[config.mk]
export PLATFORM = sky130hd
export DESIGN_NAME = dbg_mem_top
export DESIGN_NICKNAME = d
export VERILOG_FILES = /design/src/common/dbg_map_pkg.sv /design/src/common/dbg_cmd_pkg.sv /design/src/dbg_cmd/abst_cmd_gen.sv /design/src/dbg_cmd/cmd_fsm.sv /design/src/logic/hart_status.sv /design/src/logic/hart_bus.sv /design/src/logic/dbg_mem_top.sv
export SDC_FILE = /design/constraint.sdc
export NUM_CORES = 1
export LEC_CHECK = 0
export CORE_AREA = 5 5 205 207
export CTS_CLUSTER_SIZE = 8
export DETAILED_ROUTE_END_ITERATION = 8
export DIE_AREA = 0 0 210 212
export DONT_BUFFER_PORTS = 1
export PLACE_DENSITY = 0.35
export SYNTH_ARGS = -nofsm -noshare
export SYNTH_HDL_FRONTEND = slang
export SYNTH_SLANG_ARGS = --single-unit
export TNS_END_PERCENT = 10
[constraint.sdc]
create_clock -name clk -period 3.45 [get_ports clk]
set_input_delay 0.5175 -clock clk [delete_from_list [all_inputs] [get_ports clk]]
set_output_delay 0.5175 -clock clk [all_outputs]
set_load 0.01 [all_outputs]
[src/common/dbg_map_pkg.sv]
// Address map of the hart-facing debug memory and the hart bus types.
// Imported by the bus decoder, the status registers and the command generator.
`default_nettype none

package dbg_map_pkg;

    // only the low address bits are decoded
    localparam int unsigned DBG_ADDR_BITS = 12;

    // hart status write targets
    localparam logic [DBG_ADDR_BITS-1:0] HALTED_ADDR    = 12'h100;
    localparam logic [DBG_ADDR_BITS-1:0] GOING_ADDR     = 12'h104;
    localparam logic [DBG_ADDR_BITS-1:0] RESUMING_ADDR  = 12'h108;
    localparam logic [DBG_ADDR_BITS-1:0] EXCEPTION_ADDR = 12'h10C;

    localparam logic [DBG_ADDR_BITS-1:0] WHERETO_ADDR   = 12'h300;
    localparam logic [DBG_ADDR_BITS-1:0] ABST_CMD_BASE  = 12'h330;
    localparam logic [DBG_ADDR_BITS-1:0] PROGBUF_BASE   = 12'h358;
    localparam logic [DBG_ADDR_BITS-1:0] DATA_BASE      = 12'h380;
    // harts poll here for go and resume
    localparam logic [DBG_ADDR_BITS-1:0] FLAGS_ADDR     = 12'h400;

    localparam int unsigned ABST_CMD_WORDS = 10;
    localparam int unsigned DATA_WORDS     = 5;

    // hart bus request, grant and response are separate ports
    typedef struct packed {
        logic        req;
        logic        we;
        logic [31:0] addr;
        logic [3:0]  be;
        logic [31:0] wdata;
    } hart_req_t;

    // one-cycle write events decoded from the hart bus
    typedef struct packed {
        logic halted;
        logic going;
        logic resuming;
        logic exception;
    } hart_evt_t;

endpackage

`default_nettype wire

[src/common/dbg_cmd_pkg.sv]
// Abstract command definitions: command word layout, error codes and the
// RV32 instruction encoders used to build the command sequence.
`default_nettype none

package dbg_cmd_pkg;

    typedef struct packed {
        logic [7:0]  cmd_type;
        logic        reserved;
        logic [2:0]  aarsize;
        logic        postincrement;
        logic        postexec;
        logic        transfer;
        logic        write;
        logic [15:0] regno;
    } cmd_t;

    localparam logic [7:0] CMD_ACCESS_REG = 8'h00;

    typedef enum logic [2:0] {
        NONE          = 3'd0,
        NOT_SUPPORTED = 3'd2,
        EXCEPTION     = 3'd3,
        HALT_RESUME   = 3'd4
    } cmd_err_t;

    // ten words fetched by the hart, word 0 in the low bits
    typedef logic [9:0][31:0] cmd_words_t;

    localparam logic [31:0] INSN_ILLEGAL = 32'h0000_0000;
    localparam logic [31:0] INSN_NOP     = 32'h0000_0013;
    localparam logic [31:0] INSN_EBREAK  = 32'h0010_0073;

    localparam logic [4:0] REG_S0 = 5'd8;
    localparam logic [4:0] REG_A0 = 5'd10;

    localparam logic [11:0] CSR_DSCRATCH0 = 12'h7B2;
    localparam logic [11:0] CSR_DSCRATCH1 = 12'h7B3;

    function automatic logic [31:0] jal(input logic [4:0] rd, input logic [20:0] imm);
        return {imm[20], imm[10:1], imm[11], imm[19:12], rd, 7'h6f};
    endfunction

    // upper immediate, bits 31:12 of the offset
    function automatic logic [31:0] auipc(input logic [4:0] rd, input logic [19:0] imm);
        return {imm, rd, 7'h17};
    endfunction

    function automatic logic [31:0] slli(input logic [4:0] rd, input logic [4:0] rs1,
                                         input logic [5:0] shamt);
        return {6'b0, shamt, rs1, 3'h1, rd, 7'h13};
    endfunction

    function automatic logic [31:0] srli(input logic [4:0] rd, input logic [4:0] rs1,
                                         input logic [5:0] shamt);
        return {6'b0, shamt, rs1, 3'h5, rd, 7'h13};
    endfunction

    function automatic logic [31:0] load(input logic [2:0] size, input logic [4:0] dest,
                                         input logic [4:0] base, input logic [11:0] offset);
        return {offset, base, size, dest, 7'h03};
    endfunction

    function automatic logic [31:0] store(input logic [2:0] size, input logic [4:0] src,
                                          input logic [4:0] base, input logic [11:0] offset);
        return {offset[11:5], src, base, size, offset[4:0], 7'h23};
    endfunction

    function automatic logic [31:0] csrw(input logic [11:0] csr, input logic [4:0] rs1);
        return {csr, rs1, 3'h1, 5'h0, 7'h73};
    endfunction

    function automatic logic [31:0] csrr(input logic [11:0] csr, input logic [4:0] dest);
        return {csr, 5'h0, 3'h2, dest, 7'h73};
    endfunction

endpackage

`default_nettype wire

[src/dbg_cmd/abst_cmd_gen.sv]
// Builds the ten-word abstract command sequence for access-register commands.
// Purely combinational; the words follow the command word at all times.
`timescale 1ns/1ps
`default_nettype none

module abst_cmd_gen import dbg_map_pkg::*, dbg_cmd_pkg::*; (
    input  cmd_t       cmd_i,
    output cmd_words_t words_o,
    output logic       unsupported_o
);

    logic        is_gpr;
    logic        is_a0;
    logic [11:0] xfer_csr;

    // regno 0x1000 to 0x101f are the GPRs
    assign is_gpr = cmd_i.regno[12];
    assign is_a0  = is_gpr && (cmd_i.regno[4:0] == REG_A0);
    // a0 itself was parked in dscratch1 by word 0
    assign xfer_csr = is_a0 ? CSR_DSCRATCH1 : cmd_i.regno[11:0];

    always_comb begin
        unsupported_o = 1'b0;

        words_o[0] = INSN_ILLEGAL;
        // a0 <- page base of this memory
        words_o[1] = auipc(REG_A0, 20'd0);
        words_o[2] = srli(REG_A0, REG_A0, 6'd12);
        words_o[3] = slli(REG_A0, REG_A0, 6'd12);
        words_o[4] = INSN_NOP;
        words_o[5] = INSN_NOP;
        words_o[6] = INSN_NOP;
        words_o[7] = INSN_NOP;
        // restore a0
        words_o[8] = csrr(CSR_DSCRATCH1, REG_A0);
        words_o[9] = INSN_EBREAK;

        if (cmd_i.cmd_type != CMD_ACCESS_REG || cmd_i.aarsize > 3'd2 ||
            cmd_i.postincrement || cmd_i.regno >= 16'h1020) begin
            // quick access and memory access land here too
            unsupported_o = 1'b1;
            words_o[0]    = INSN_EBREAK;
        end else begin
            words_o[0] = csrw(CSR_DSCRATCH1, REG_A0);

            if (cmd_i.transfer) begin
                if (is_gpr && !is_a0) begin
                    // direct move between the GPR and data0
                    words_o[4] = cmd_i.write ?
                        load(cmd_i.aarsize, cmd_i.regno[4:0], REG_A0, DATA_BASE) :
                        store(cmd_i.aarsize, cmd_i.regno[4:0], REG_A0, DATA_BASE);
                end else begin
                    // s0 as scratch, saved in dscratch0
                    words_o[4] = csrw(CSR_DSCRATCH0, REG_S0);
                    words_o[5] = cmd_i.write ?
                        load(cmd_i.aarsize, REG_S0, REG_A0, DATA_BASE) :
                        csrr(xfer_csr, REG_S0);
                    words_o[6] = cmd_i.write ?
                        csrw(xfer_csr, REG_S0) :
                        store(cmd_i.aarsize, REG_S0, REG_A0, DATA_BASE);
                    words_o[7] = csrr(CSR_DSCRATCH0, REG_S0);
                end
            end

            // fall through into the program buffer
            if (cmd_i.postexec) begin
                words_o[9] = INSN_NOP;
            end
        end
    end

endmodule

`default_nettype wire

[src/dbg_cmd/cmd_fsm.sv]
// Command and resume state machine of the debug memory.
// Accepts or rejects debugger commands in the same cycle and drives the
// go and resume flags that the hart polls.
`timescale 1ns/1ps
`default_nettype none

module cmd_fsm import dbg_map_pkg::*, dbg_cmd_pkg::*; (
    input  logic      clk,
    input  logic      rst_n,
    input  logic      cmd_valid_i,
    input  logic      unsupported_i,
    input  logic      halted_i,
    input  logic      resuming_i,
    input  logic      resumereq_i,
    input  logic      haltreq_i,
    input  hart_evt_t evt_i,
    output logic      go_o,
    output logic      resume_o,
    output logic      busy_o,
    output logic      err_valid_o,
    output cmd_err_t  err_o
);

    typedef enum logic [3:0] {
        S_IDLE   = 4'b0001,
        S_RESUME = 4'b0010,
        S_GO     = 4'b0100,
        S_EXEC   = 4'b1000
    } state_t;

    state_t state_q;
    state_t state_d;

    always_comb begin
        state_d     = state_q;
        go_o        = 1'b0;
        resume_o    = 1'b0;
        busy_o      = 1'b1;
        err_valid_o = 1'b0;
        err_o       = NONE;

        case (state_q)
            S_IDLE: begin
                busy_o = 1'b0;
                if (resumereq_i && halted_i && !resuming_i && !haltreq_i) begin
                    state_d = S_RESUME;
                end
                // a command overrides a pending resume request
                if (cmd_valid_i) begin
                    if (!halted_i) begin
                        err_valid_o = 1'b1;
                        err_o       = HALT_RESUME;
                    end else if (unsupported_i) begin
                        err_valid_o = 1'b1;
                        err_o       = NOT_SUPPORTED;
                    end else begin
                        state_d = S_GO;
                    end
                end
            end
            S_GO: begin
                go_o = 1'b1;
                if (evt_i.going) begin
                    state_d = S_EXEC;
                end
            end
            // leave once the acknowledge is registered
            S_RESUME: begin
                resume_o = 1'b1;
                if (resuming_i) begin
                    state_d = S_IDLE;
                end
            end
            // hart is back in the park loop
            S_EXEC: begin
                if (evt_i.halted) begin
                    state_d = S_IDLE;
                end
            end
            default: state_d = S_IDLE;
        endcase

        if (evt_i.exception) begin
            err_valid_o = 1'b1;
            err_o       = EXCEPTION;
        end
    end

    always_ff @(posedge clk or negedge rst_n) begin
        if (!rst_n) begin
            state_q <= S_IDLE;
        end else begin
            state_q <= state_d;
        end
    end

endmodule

`default_nettype wire

[src/logic/hart_status.sv]
// Halted and resume-acknowledge flags of the hart.
// Both are set by hart bus write events; the debugger clears resumeack.
`timescale 1ns/1ps
`default_nettype none

module hart_status import dbg_map_pkg::*; (
    input  logic      clk,
    input  logic      rst_n,
    input  hart_evt_t evt_i,
    input  logic      clear_resumeack_i,
    input  logic      ndmreset_i,
    input  logic      haltreq_i,
    output logic      halted_o,
    output logic      resuming_o
);

    always_ff @(posedge clk or negedge rst_n) begin
        if (!rst_n) begin
            halted_o   <= 1'b0;
            resuming_o <= 1'b0;
        end else begin
            // later assignments take priority, the halted write wins
            if (ndmreset_i && !haltreq_i) begin
                halted_o <= 1'b0;
            end
            if (evt_i.resuming) begin
                halted_o <= 1'b0;
            end
            if (evt_i.halted) begin
                halted_o <= 1'b1;
            end

            if (clear_resumeack_i) begin
                resuming_o <= 1'b0;
            end
            if (evt_i.resuming) begin
                resuming_o <= 1'b1;
            end
        end
    end

endmodule

`default_nettype wire

[src/logic/hart_bus.sv]
// Hart bus slave of the debug memory.
// Decodes status writes into events, merges data writes over data_i and
// answers reads one cycle after the request from a registered read word.
`timescale 1ns/1ps
`default_nettype none

module hart_bus import dbg_map_pkg::*, dbg_cmd_pkg::*; #(
    parameter int unsigned PROG_BUF_SIZE = 10
) (
    input  logic             clk,
    input  logic             rst_n,
    input  hart_req_t        hart_i,
    input  logic [9:0][31:0] progbuf_i,
    input  logic [31:0]      data_i,
    input  cmd_words_t       words_i,
    input  logic             go_i,
    input  logic             resume_i,
    input  logic             busy_i,
    input  cmd_t             cmd_i,
    output hart_evt_t        evt_o,
    output logic [31:0]      data_o,
    output logic             data_valid_o,
    output logic             gnt_o,
    output logic             rvalid_o,
    output logic [31:0]      rdata_o
);

    localparam int unsigned PB_WINDOW = 10;
    localparam int unsigned WA = DBG_ADDR_BITS - 2;

    // jumps from whereto, offsets relative to WHERETO_ADDR
    localparam logic [31:0] JAL_PROGBUF = jal(5'd0, {9'd0, PROGBUF_BASE - WHERETO_ADDR});
    localparam logic [31:0] JAL_ABSTCMD = jal(5'd0, {9'd0, ABST_CMD_BASE - WHERETO_ADDR});

    logic [DBG_ADDR_BITS-1:0] addr;
    logic [WA-1:0]            data_idx;
    logic [WA-1:0]            pb_idx;
    logic [WA-1:0]            ac_idx;
    logic                     aligned;
    logic                     wr;
    logic                     rd;
    logic                     in_data;
    logic                     in_pb;
    logic                     in_ac;
    logic [31:0]              rdata_d;

    assign addr    = hart_i.addr[DBG_ADDR_BITS-1:0];
    assign aligned = (addr[1:0] == 2'b00);
    assign wr      = hart_i.req && hart_i.we;
    assign rd      = hart_i.req && !hart_i.we;

    // word offsets into each window, wrap to large values below the base
    assign data_idx = addr[DBG_ADDR_BITS-1:2] - DATA_BASE[DBG_ADDR_BITS-1:2];
    assign pb_idx   = addr[DBG_ADDR_BITS-1:2] - PROGBUF_BASE[DBG_ADDR_BITS-1:2];
    assign ac_idx   = addr[DBG_ADDR_BITS-1:2] - ABST_CMD_BASE[DBG_ADDR_BITS-1:2];
    assign in_data  = aligned && (data_idx < DATA_WORDS);
    assign in_pb    = aligned && (pb_idx < PB_WINDOW);
    assign in_ac    = aligned && (ac_idx < ABST_CMD_WORDS);

    assign gnt_o = hart_i.req;

    assign evt_o.halted    = wr && (addr == HALTED_ADDR);
    assign evt_o.going     = wr && (addr == GOING_ADDR);
    assign evt_o.resuming  = wr && (addr == RESUMING_ADDR);
    assign evt_o.exception = wr && (addr == EXCEPTION_ADDR);

    // byte merge toward the debugger
    assign data_valid_o = wr && in_data;
    always_comb begin
        data_o = data_i;
        for (int b = 0; b < 4; b++) begin
            if (data_valid_o && hart_i.be[b]) begin
                data_o[8*b +: 8] = hart_i.wdata[8*b +: 8];
            end
        end
    end

    always_comb begin
        rdata_d = rdata_o;
        if (rd) begin
            if (addr == FLAGS_ADDR) begin
                rdata_d = {30'd0, resume_i, go_i};
            end else if (addr == WHERETO_ADDR) begin
                if (busy_i && cmd_i.cmd_type == CMD_ACCESS_REG) begin
                    rdata_d = cmd_i.postexec ? JAL_PROGBUF : JAL_ABSTCMD;
                end
            end else if (in_data) begin
                rdata_d = data_i;
            end else if (in_pb) begin
                // words past the implemented buffer read as zero
                rdata_d = (pb_idx < PROG_BUF_SIZE) ? progbuf_i[pb_idx[3:0]] : 32'd0;
            end else if (in_ac) begin
                rdata_d = words_i[ac_idx[3:0]];
            end
        end
    end

    always_ff @(posedge clk or negedge rst_n) begin
        if (!rst_n) begin
            rvalid_o <= 1'b0;
            rdata_o  <= 32'd0;
        end else begin
            rvalid_o <= hart_i.req;
            rdata_o  <= rdata_d;
        end
    end

endmodule

`default_nettype wire

[src/logic/dbg_mem_top.sv]
// Top level of the hart-facing debug memory.
// Connects the hart bus, the status flags, the command FSM and the
// abstract command generator; PROG_BUF_SIZE is set here.
`timescale 1ns/1ps
`default_nettype none

module dbg_mem_top import dbg_map_pkg::*, dbg_cmd_pkg::*; #(
    parameter int unsigned PROG_BUF_SIZE = 10
) (
    input  logic             clk,
    input  logic             rst_n,
    input  logic             clear_resumeack_i,
    input  logic             resumereq_i,
    input  logic             haltreq_i,
    input  logic             ndmreset_i,
    input  logic [9:0][31:0] progbuf_i,
    input  logic [31:0]      data_i,
    input  logic             cmd_valid_i,
    input  cmd_t             cmd_i,
    input  hart_req_t        hart_i,
    output logic             halted_o,
    output logic             resumeack_o,
    output logic [31:0]      data_o,
    output logic             data_valid_o,
    output logic             cmderror_valid_o,
    output cmd_err_t         cmderror_o,
    output logic             cmdbusy_o,
    output logic             gnt_o,
    output logic             rvalid_o,
    output logic [31:0]      rdata_o
);

    hart_evt_t  evt;
    cmd_words_t words;
    logic       unsupported;
    logic       go;
    logic       resume;

    hart_status u_hart_status (
        .clk               (clk),
        .rst_n             (rst_n),
        .evt_i             (evt),
        .clear_resumeack_i (clear_resumeack_i),
        .ndmreset_i        (ndmreset_i),
        .haltreq_i         (haltreq_i),
        .halted_o          (halted_o),
        .resuming_o        (resumeack_o)
    );

    cmd_fsm u_cmd_fsm (
        .clk           (clk),
        .rst_n         (rst_n),
        .cmd_valid_i   (cmd_valid_i),
        .unsupported_i (unsupported),
        .halted_i      (halted_o),
        .resuming_i    (resumeack_o),
        .resumereq_i   (resumereq_i),
        .haltreq_i     (haltreq_i),
        .evt_i         (evt),
        .go_o          (go),
        .resume_o      (resume),
        .busy_o        (cmdbusy_o),
        .err_valid_o   (cmderror_valid_o),
        .err_o         (cmderror_o)
    );

    abst_cmd_gen u_abst_cmd_gen (
        .cmd_i         (cmd_i),
        .words_o       (words),
        .unsupported_o (unsupported)
    );

    hart_bus #(
        .PROG_BUF_SIZE (PROG_BUF_SIZE)
    ) u_hart_bus (
        .clk          (clk),
        .rst_n        (rst_n),
        .hart_i       (hart_i),
        .progbuf_i    (progbuf_i),
        .data_i       (data_i),
        .words_i      (words),
        .go_i         (go),
        .resume_i     (resume),
        .busy_i       (cmdbusy_o),
        .cmd_i        (cmd_i),
        .evt_o        (evt),
        .data_o       (data_o),
        .data_valid_o (data_valid_o),
        .gnt_o        (gnt_o),
        .rvalid_o     (rvalid_o),
        .rdata_o      (rdata_o)
    );

endmodule

`default_nettype wire

## Word-level counts from Yosys, hierarchy flattened

Cells that the tools add are included.

| storage, ports and cells | value |
|---|---|
| bits in registers | 39 |
| bits in latches | 0 |
| RAM bits | 0 |
| memory bits (read-only) | 0 |
| bits of input ports | 461 |
| output and inout port bits | 74 |
| logic and storage cells | 120 |
| memories kept | 0 |

| cells by class | value |
|---|---|
| add/sub/neg operators | 3 |
| multiply operators | 0 |
| div/mod/pow operators | 0 |
| $lt $le $gt $ge | 7 |
| equal/unequal tests | 15 |
| shift-type cells | 0 |
| muxes and demuxes | 54 |
| bitwise operators | 0 |
| reductions and logical operators | 36 |

Operators with widths:

| cell | number |
|---|---|
| 32-bit two-way mux | 13 |
| 32-bit binary-select mux with 4-bit select | 2 |
| 128-bit two-way mux | 2 |
| 95-bit two-way mux | 1 |
| 12-bit by 9-bit == test with 1-bit output (second input constant) | 4 |
| 8-bit two-way mux | 4 |
| 31-bit two-way mux | 1 |
| 10-bit by 8-bit subtractor with 10-bit output (second input constant) | 3 |
| 4-bit two-way mux | 7 |
| 27-bit two-way mux | 1 |
| 25-bit two-way mux | 1 |
| 1-bit logical AND | 21 |
| 21-bit two-way mux | 1 |
| 10-bit by 4-bit less-than comparator with 1-bit output (second input constant) | 2 |
| 16-bit by 13-bit greater-or-equal comparator with 1-bit output (second input constant) | 1 |
| 4-bit one-hot mux with 4 select lines | 1 |
| 1-bit two-way mux | 14 |
| 12-bit by 10-bit == test with 1-bit output (second input constant) | 1 |
| 12-bit by 11-bit == test with 1-bit output (second input constant) | 1 |
| 12-bit two-way mux | 1 |
| 3-bit two-way mux | 4 |
| 10-bit by 3-bit less-than comparator with 1-bit output (second input constant) | 1 |
| 4-bit by 5-bit less-than comparator with 1-bit output (second input constant) | 2 |
| 8-bit logical NOT | 1 |
| 17 further kinds | 25 |

## Depth between registers and ports, before layout

| depth | value |
|---|---|
| depth in word-level cells | 14 |
| gate-level depth with buffers | 15 |
| gate-level depth less buffers | 9 |

## By module

Synthesis repeated with hierarchy kept, for this count alone.

| unflattened totals | value |
|---|---|
| cells, all modules | 1287 |
| area, all modules | 11556.1 µm² |

By module, submodules not included:

| module | times used | cells an instance | area an instance (µm²) |
|---|---|---|---|
| hart_bus | 1 | 856 | 8501.9 |
| abst_cmd_gen | 1 | 384 | 2628.8 |
| cmd_fsm | 1 | 40 | 347.8 |
| hart_status | 1 | 7 | 77.6 |

## Worst setup path after synthesis

No wires, ideal clock.

| timing | value |
|---|---|
| path kind | input-to-reg |
| start | input hart_i[39] (netlist bit) |
| end | register u_hart_bus.rdata_o[0] |
| library setup time | 127 ps |
| arrival | 3045 ps |
| data required time | 3323 ps |
| slack | 278 ps |
| stages | 14 |
| path buffers | 5 |
| cells stage by stage | buf_2 inv_2 clkbuf_1 ha_1 clkbuf_1 nand2_1 a221oi_2 o221ai_2 or2_0 buf_2 buf_2 a221o_1 a211oi_1 o31ai_1 |

| between the ends | value |
|---|---|
| longest elaborated chain between the ends | 8 |

RTL lines:

| item | RTL line | RTL |
|---|---|---|
| start: declaration | dbg_mem_top.sv:20 | `input hart_req_t hart_i,` |
| parallel branches: the longest is 8 deep, another holds 10-bit by 8-bit subtractor with 10-bit output | -- |  |
| end signal: assignment | hart_bus.sv:104 | `rdata_o <= rdata_d;` |
| end: declaration | hart_bus.sv:25 | `output logic [31:0] rdata_o` |

Several ways; the timed one is not identified. The select of a mux whose other input is x is not followed.
A chain may end at the register's enable or synchronous reset.

## Worst setup path after layout

| timing | value |
|---|---|
| start | input hart_i[43] (netlist bit) |
| end | output data_o[7] |

| between the ends | value |
|---|---|
| longest elaborated chain between the ends | 6 |

RTL lines:

| item | RTL line | RTL |
|---|---|---|
| 10-bit by 8-bit subtractor with 10-bit output | hart_bus.sv:53 | `assign data_idx = addr[DBG_ADDR_BITS-1:2] - DATA_BASE[DBG_ADDR_BITS-1:2];` |
| 10-bit by 3-bit less-than comparator with 1-bit output | hart_bus.sv:56 | `assign in_data = aligned && (data_idx < DATA_WORDS);` |
| 1-bit logical AND | hart_bus.sv:56 |  |
| 1-bit logical AND | hart_bus.sv:68 | `assign data_valid_o = wr && in_data;` |
| 1-bit logical AND | hart_bus.sv:72 | `if (data_valid_o && hart_i.be[b]) begin` |
| 8-bit two-way mux | hart_bus.sv:72 |  |
| end: declaration | dbg_mem_top.sv:23 | `output logic [31:0] data_o,` |

Every way passes these cells.

==> qor.txt <==
run status = finished, final reports clean
count leader, synth = nand2_1
crit-path max FO = 8
ratio of total power to cell area = 211 nW/um2
post-CTS sizing = 0
Buf+Inv Stages, Crit Path = 1
CTS hold repair buffers = 1
WP depth = 8
Main synth FF type = dfrtp_1
first-pass GRT wire length = 51.8 mm
initial antenna violation count = 9
fin crit period = 3.11 ns
Post-Synthesis Net Count = 1,229
routed vias = 6,631
CTS tree = yes
Crit Path Class = input port to primary output
Hold Violations, Final = 0
clock tree buffer depth = 2
Final WS setup = 0.342 ns
DRT Wirelength = 38.2 mm
Critical Path Start Type = input port
sequential fraction of the synthesis area = 0.148
Clock Sinks = 39
row count = 74
Tightest Pin Transition = 0.801 ns
vias in the first global route = 7,030
per-cell routed wire length = 29.8 um
Clock Skew = 0.00527 ns
Place WS = 0.200 ns
Die Height = 212 um
worst hold path type = input port to async pin
Fill cells = 4,552
Yosys warning count = 0
worst skew pair latency = 0.29 ns
synthesized flop and latch total = 39
root buf cell = clkbuf_16
Async S/R FF share, synth = 1.00
Crit path largest cell delay = 0.42 ns
EDFF count, synth = 0
GRT overflow = 0
I/O pin total = 535
TNS Setup = 0 ns
Slew Limit Fails = 0
top cells by count, synth = nand2_1 (108), mux4_2 (64), o21ai_0 (49)
die width = 210 um
Final Cell Area = 7500 um2
Port-buffer cells = 0
Layout area overhead = 13.5%
largest net degree at the start of global routing = 121
Final period util = 0.901
crit path DAT = 2.59 ns
GRT Total Usage = 0.159
Starting DRT DRC Count = 295
Peak VDD IR = 0.000160 V
CP required = 2.93 ns
CP top delay family = simple AND/OR/NAND/NOR gates
Synth top area share = 0.218
RSZ-0062 raised after global routing = no
cells after synthesis = 760
Via density = 5.16
crit path capture = data_o[7]
CP endpoint kind = primary output
synthesized area = 6610 um2
drt pass-1 iters = 5
Remaining DRCs = 0
GPL Wtd Cong = 0.848
H-tree depth = 2
reg-to-reg setup timing slack = 0.93 ns
CORE AREA = 40,200 um2
Placed Area = 7320 um2
nets = 1,216
Critical Path, Cell by Cell = ha_1 -> xor2_1 -> nor4_1 -> nand3_1 -> nor2_1 -> buf_4 -> nand2_1 -> mux2_2
Setup Buffers After CTS = 0
cell taking the most area after synthesis = mux4_2
DP Cell Count = 1,271
Hold Slack = 0.0607 ns
post-synth cell types = 82
Starting Density = 0.164
Slew Limit Headroom = 0.462
final-report setup violation count = 0
Worst R2R End = u_hart_bus.rdata_o[29]
cells on worst reg2reg path = 8
Pleak = 2.63 nW
Setup crit start = hart_i[43]
Max Cap Viol = 0
Final HPWL DP = 32.6 mm
syn avg cell area = 8.69 um2
CTS Buf Count = 5
Antenna Nets Post-Route = 0
max frequency = 322 MHz
DIE AREA = 44,500 um2
Synth area leaders = mux4_2 (22%), dfrtp_1 (14%), mux2_2 (6.5%), nand2_1 (6.1%), mux2i_1 (4.8%)
worst r2r src = u_cmd_fsm.state_q[2]
share of layout cells above drive strength 1 = 0.247
clock transition at the registers of the reported paths = 0.06 ns
Max stage delay cell, worst path = nor4_1
post-route insts no fill = 1,284
-- through the flow --
stage	power (mW)	utilization
2_1_floorplan	0.993	-
4_1_cts	1.63	0.186
3_5_place_dp	1.12	0.182
5_1_grt	1.70	0.187
3_3_place_gp	1.12	0.182
6_report	1.59	0.187
-- where the power goes --
part           internal [mW]  total, mW  leakage (nW)  switching, mW
Sequential             0.469      0.485         0.533         0.0160
Clock                  0.268      0.474        0.0679          0.205
Combinational          0.299      0.627          2.03          0.328
Total                   1.04       1.59          2.63          0.549
-- registers in the layout, summed over array words and instances (netlist names) --
register                  cells
u_hart_status.resuming_o      1
u_hart_bus.rvalid_o           1
u_hart_status.halted_o        1
u_cmd_fsm.state_q             4
u_hart_bus.rdata_o           32
-- layer usage --
layer  vias up  GRT usage  share of wire
met1      3276      0.207           0.42
met5         -          0        0.00031
met2       345      0.272           0.50
met3        31     0.0322          0.063
li1       2977          -              -
met4         2     0.0412          0.015
-- cell type report --
class / count / area (um2) / area share
multi-input cells: 636 / 5260 / 0.702
flip-flops and latches: 39 / 977 / 0.130
well taps: 532 / 666 / 0.0888
repair buffers: 49 / 388 / 0.0517
clock buffers: 7 / 133 / 0.0177
inverters: 16 / 60.1 / 0.00801
diodes: 4 / 10.0 / 0.00133
clock inverters: 1 / 5.00 / 0.000667
-- logic make-up after synthesis --
family                     count (synthesis)  synth area share
AOI/OAI and AO/OA                        237             0.252
DFF                                       39             0.148
muxes                                    134             0.331
adders and majority gates                  8            0.0152
and+or+nand+nor                          249             0.181
buffers and inverters                     85            0.0612
xor gates and xnor gates                   8            0.0106
-- how the worst min path moves through the flow --
stage / startpoint / to / slack, ns
global placement: rst_n / u_cmd_fsm.state_q[1] / 0.22
finish: rst_n / u_cmd_fsm.state_q[0] / 0.06
detailed placement: rst_n / u_cmd_fsm.state_q[1] / 0.22
global route: rst_n / u_cmd_fsm.state_q[0] / 0.04
floorplan: rst_n / u_cmd_fsm.state_q[1] / 0.22
CTS: rst_n / u_cmd_fsm.state_q[0] / 0.04
-- cells in the final DEF, fill, tap and decap left out, types with 25 or more instances in the layout --
cell type  instances
nand2_1          108
mux2_2            38
nor2_1            47
a21oi_1           34
mux2i_1           32
o31ai_1           25
buf_4             48
mux4_2            64
dfrtp_1           38
o21ai_0           49
(Power assumes the default switching activity.)
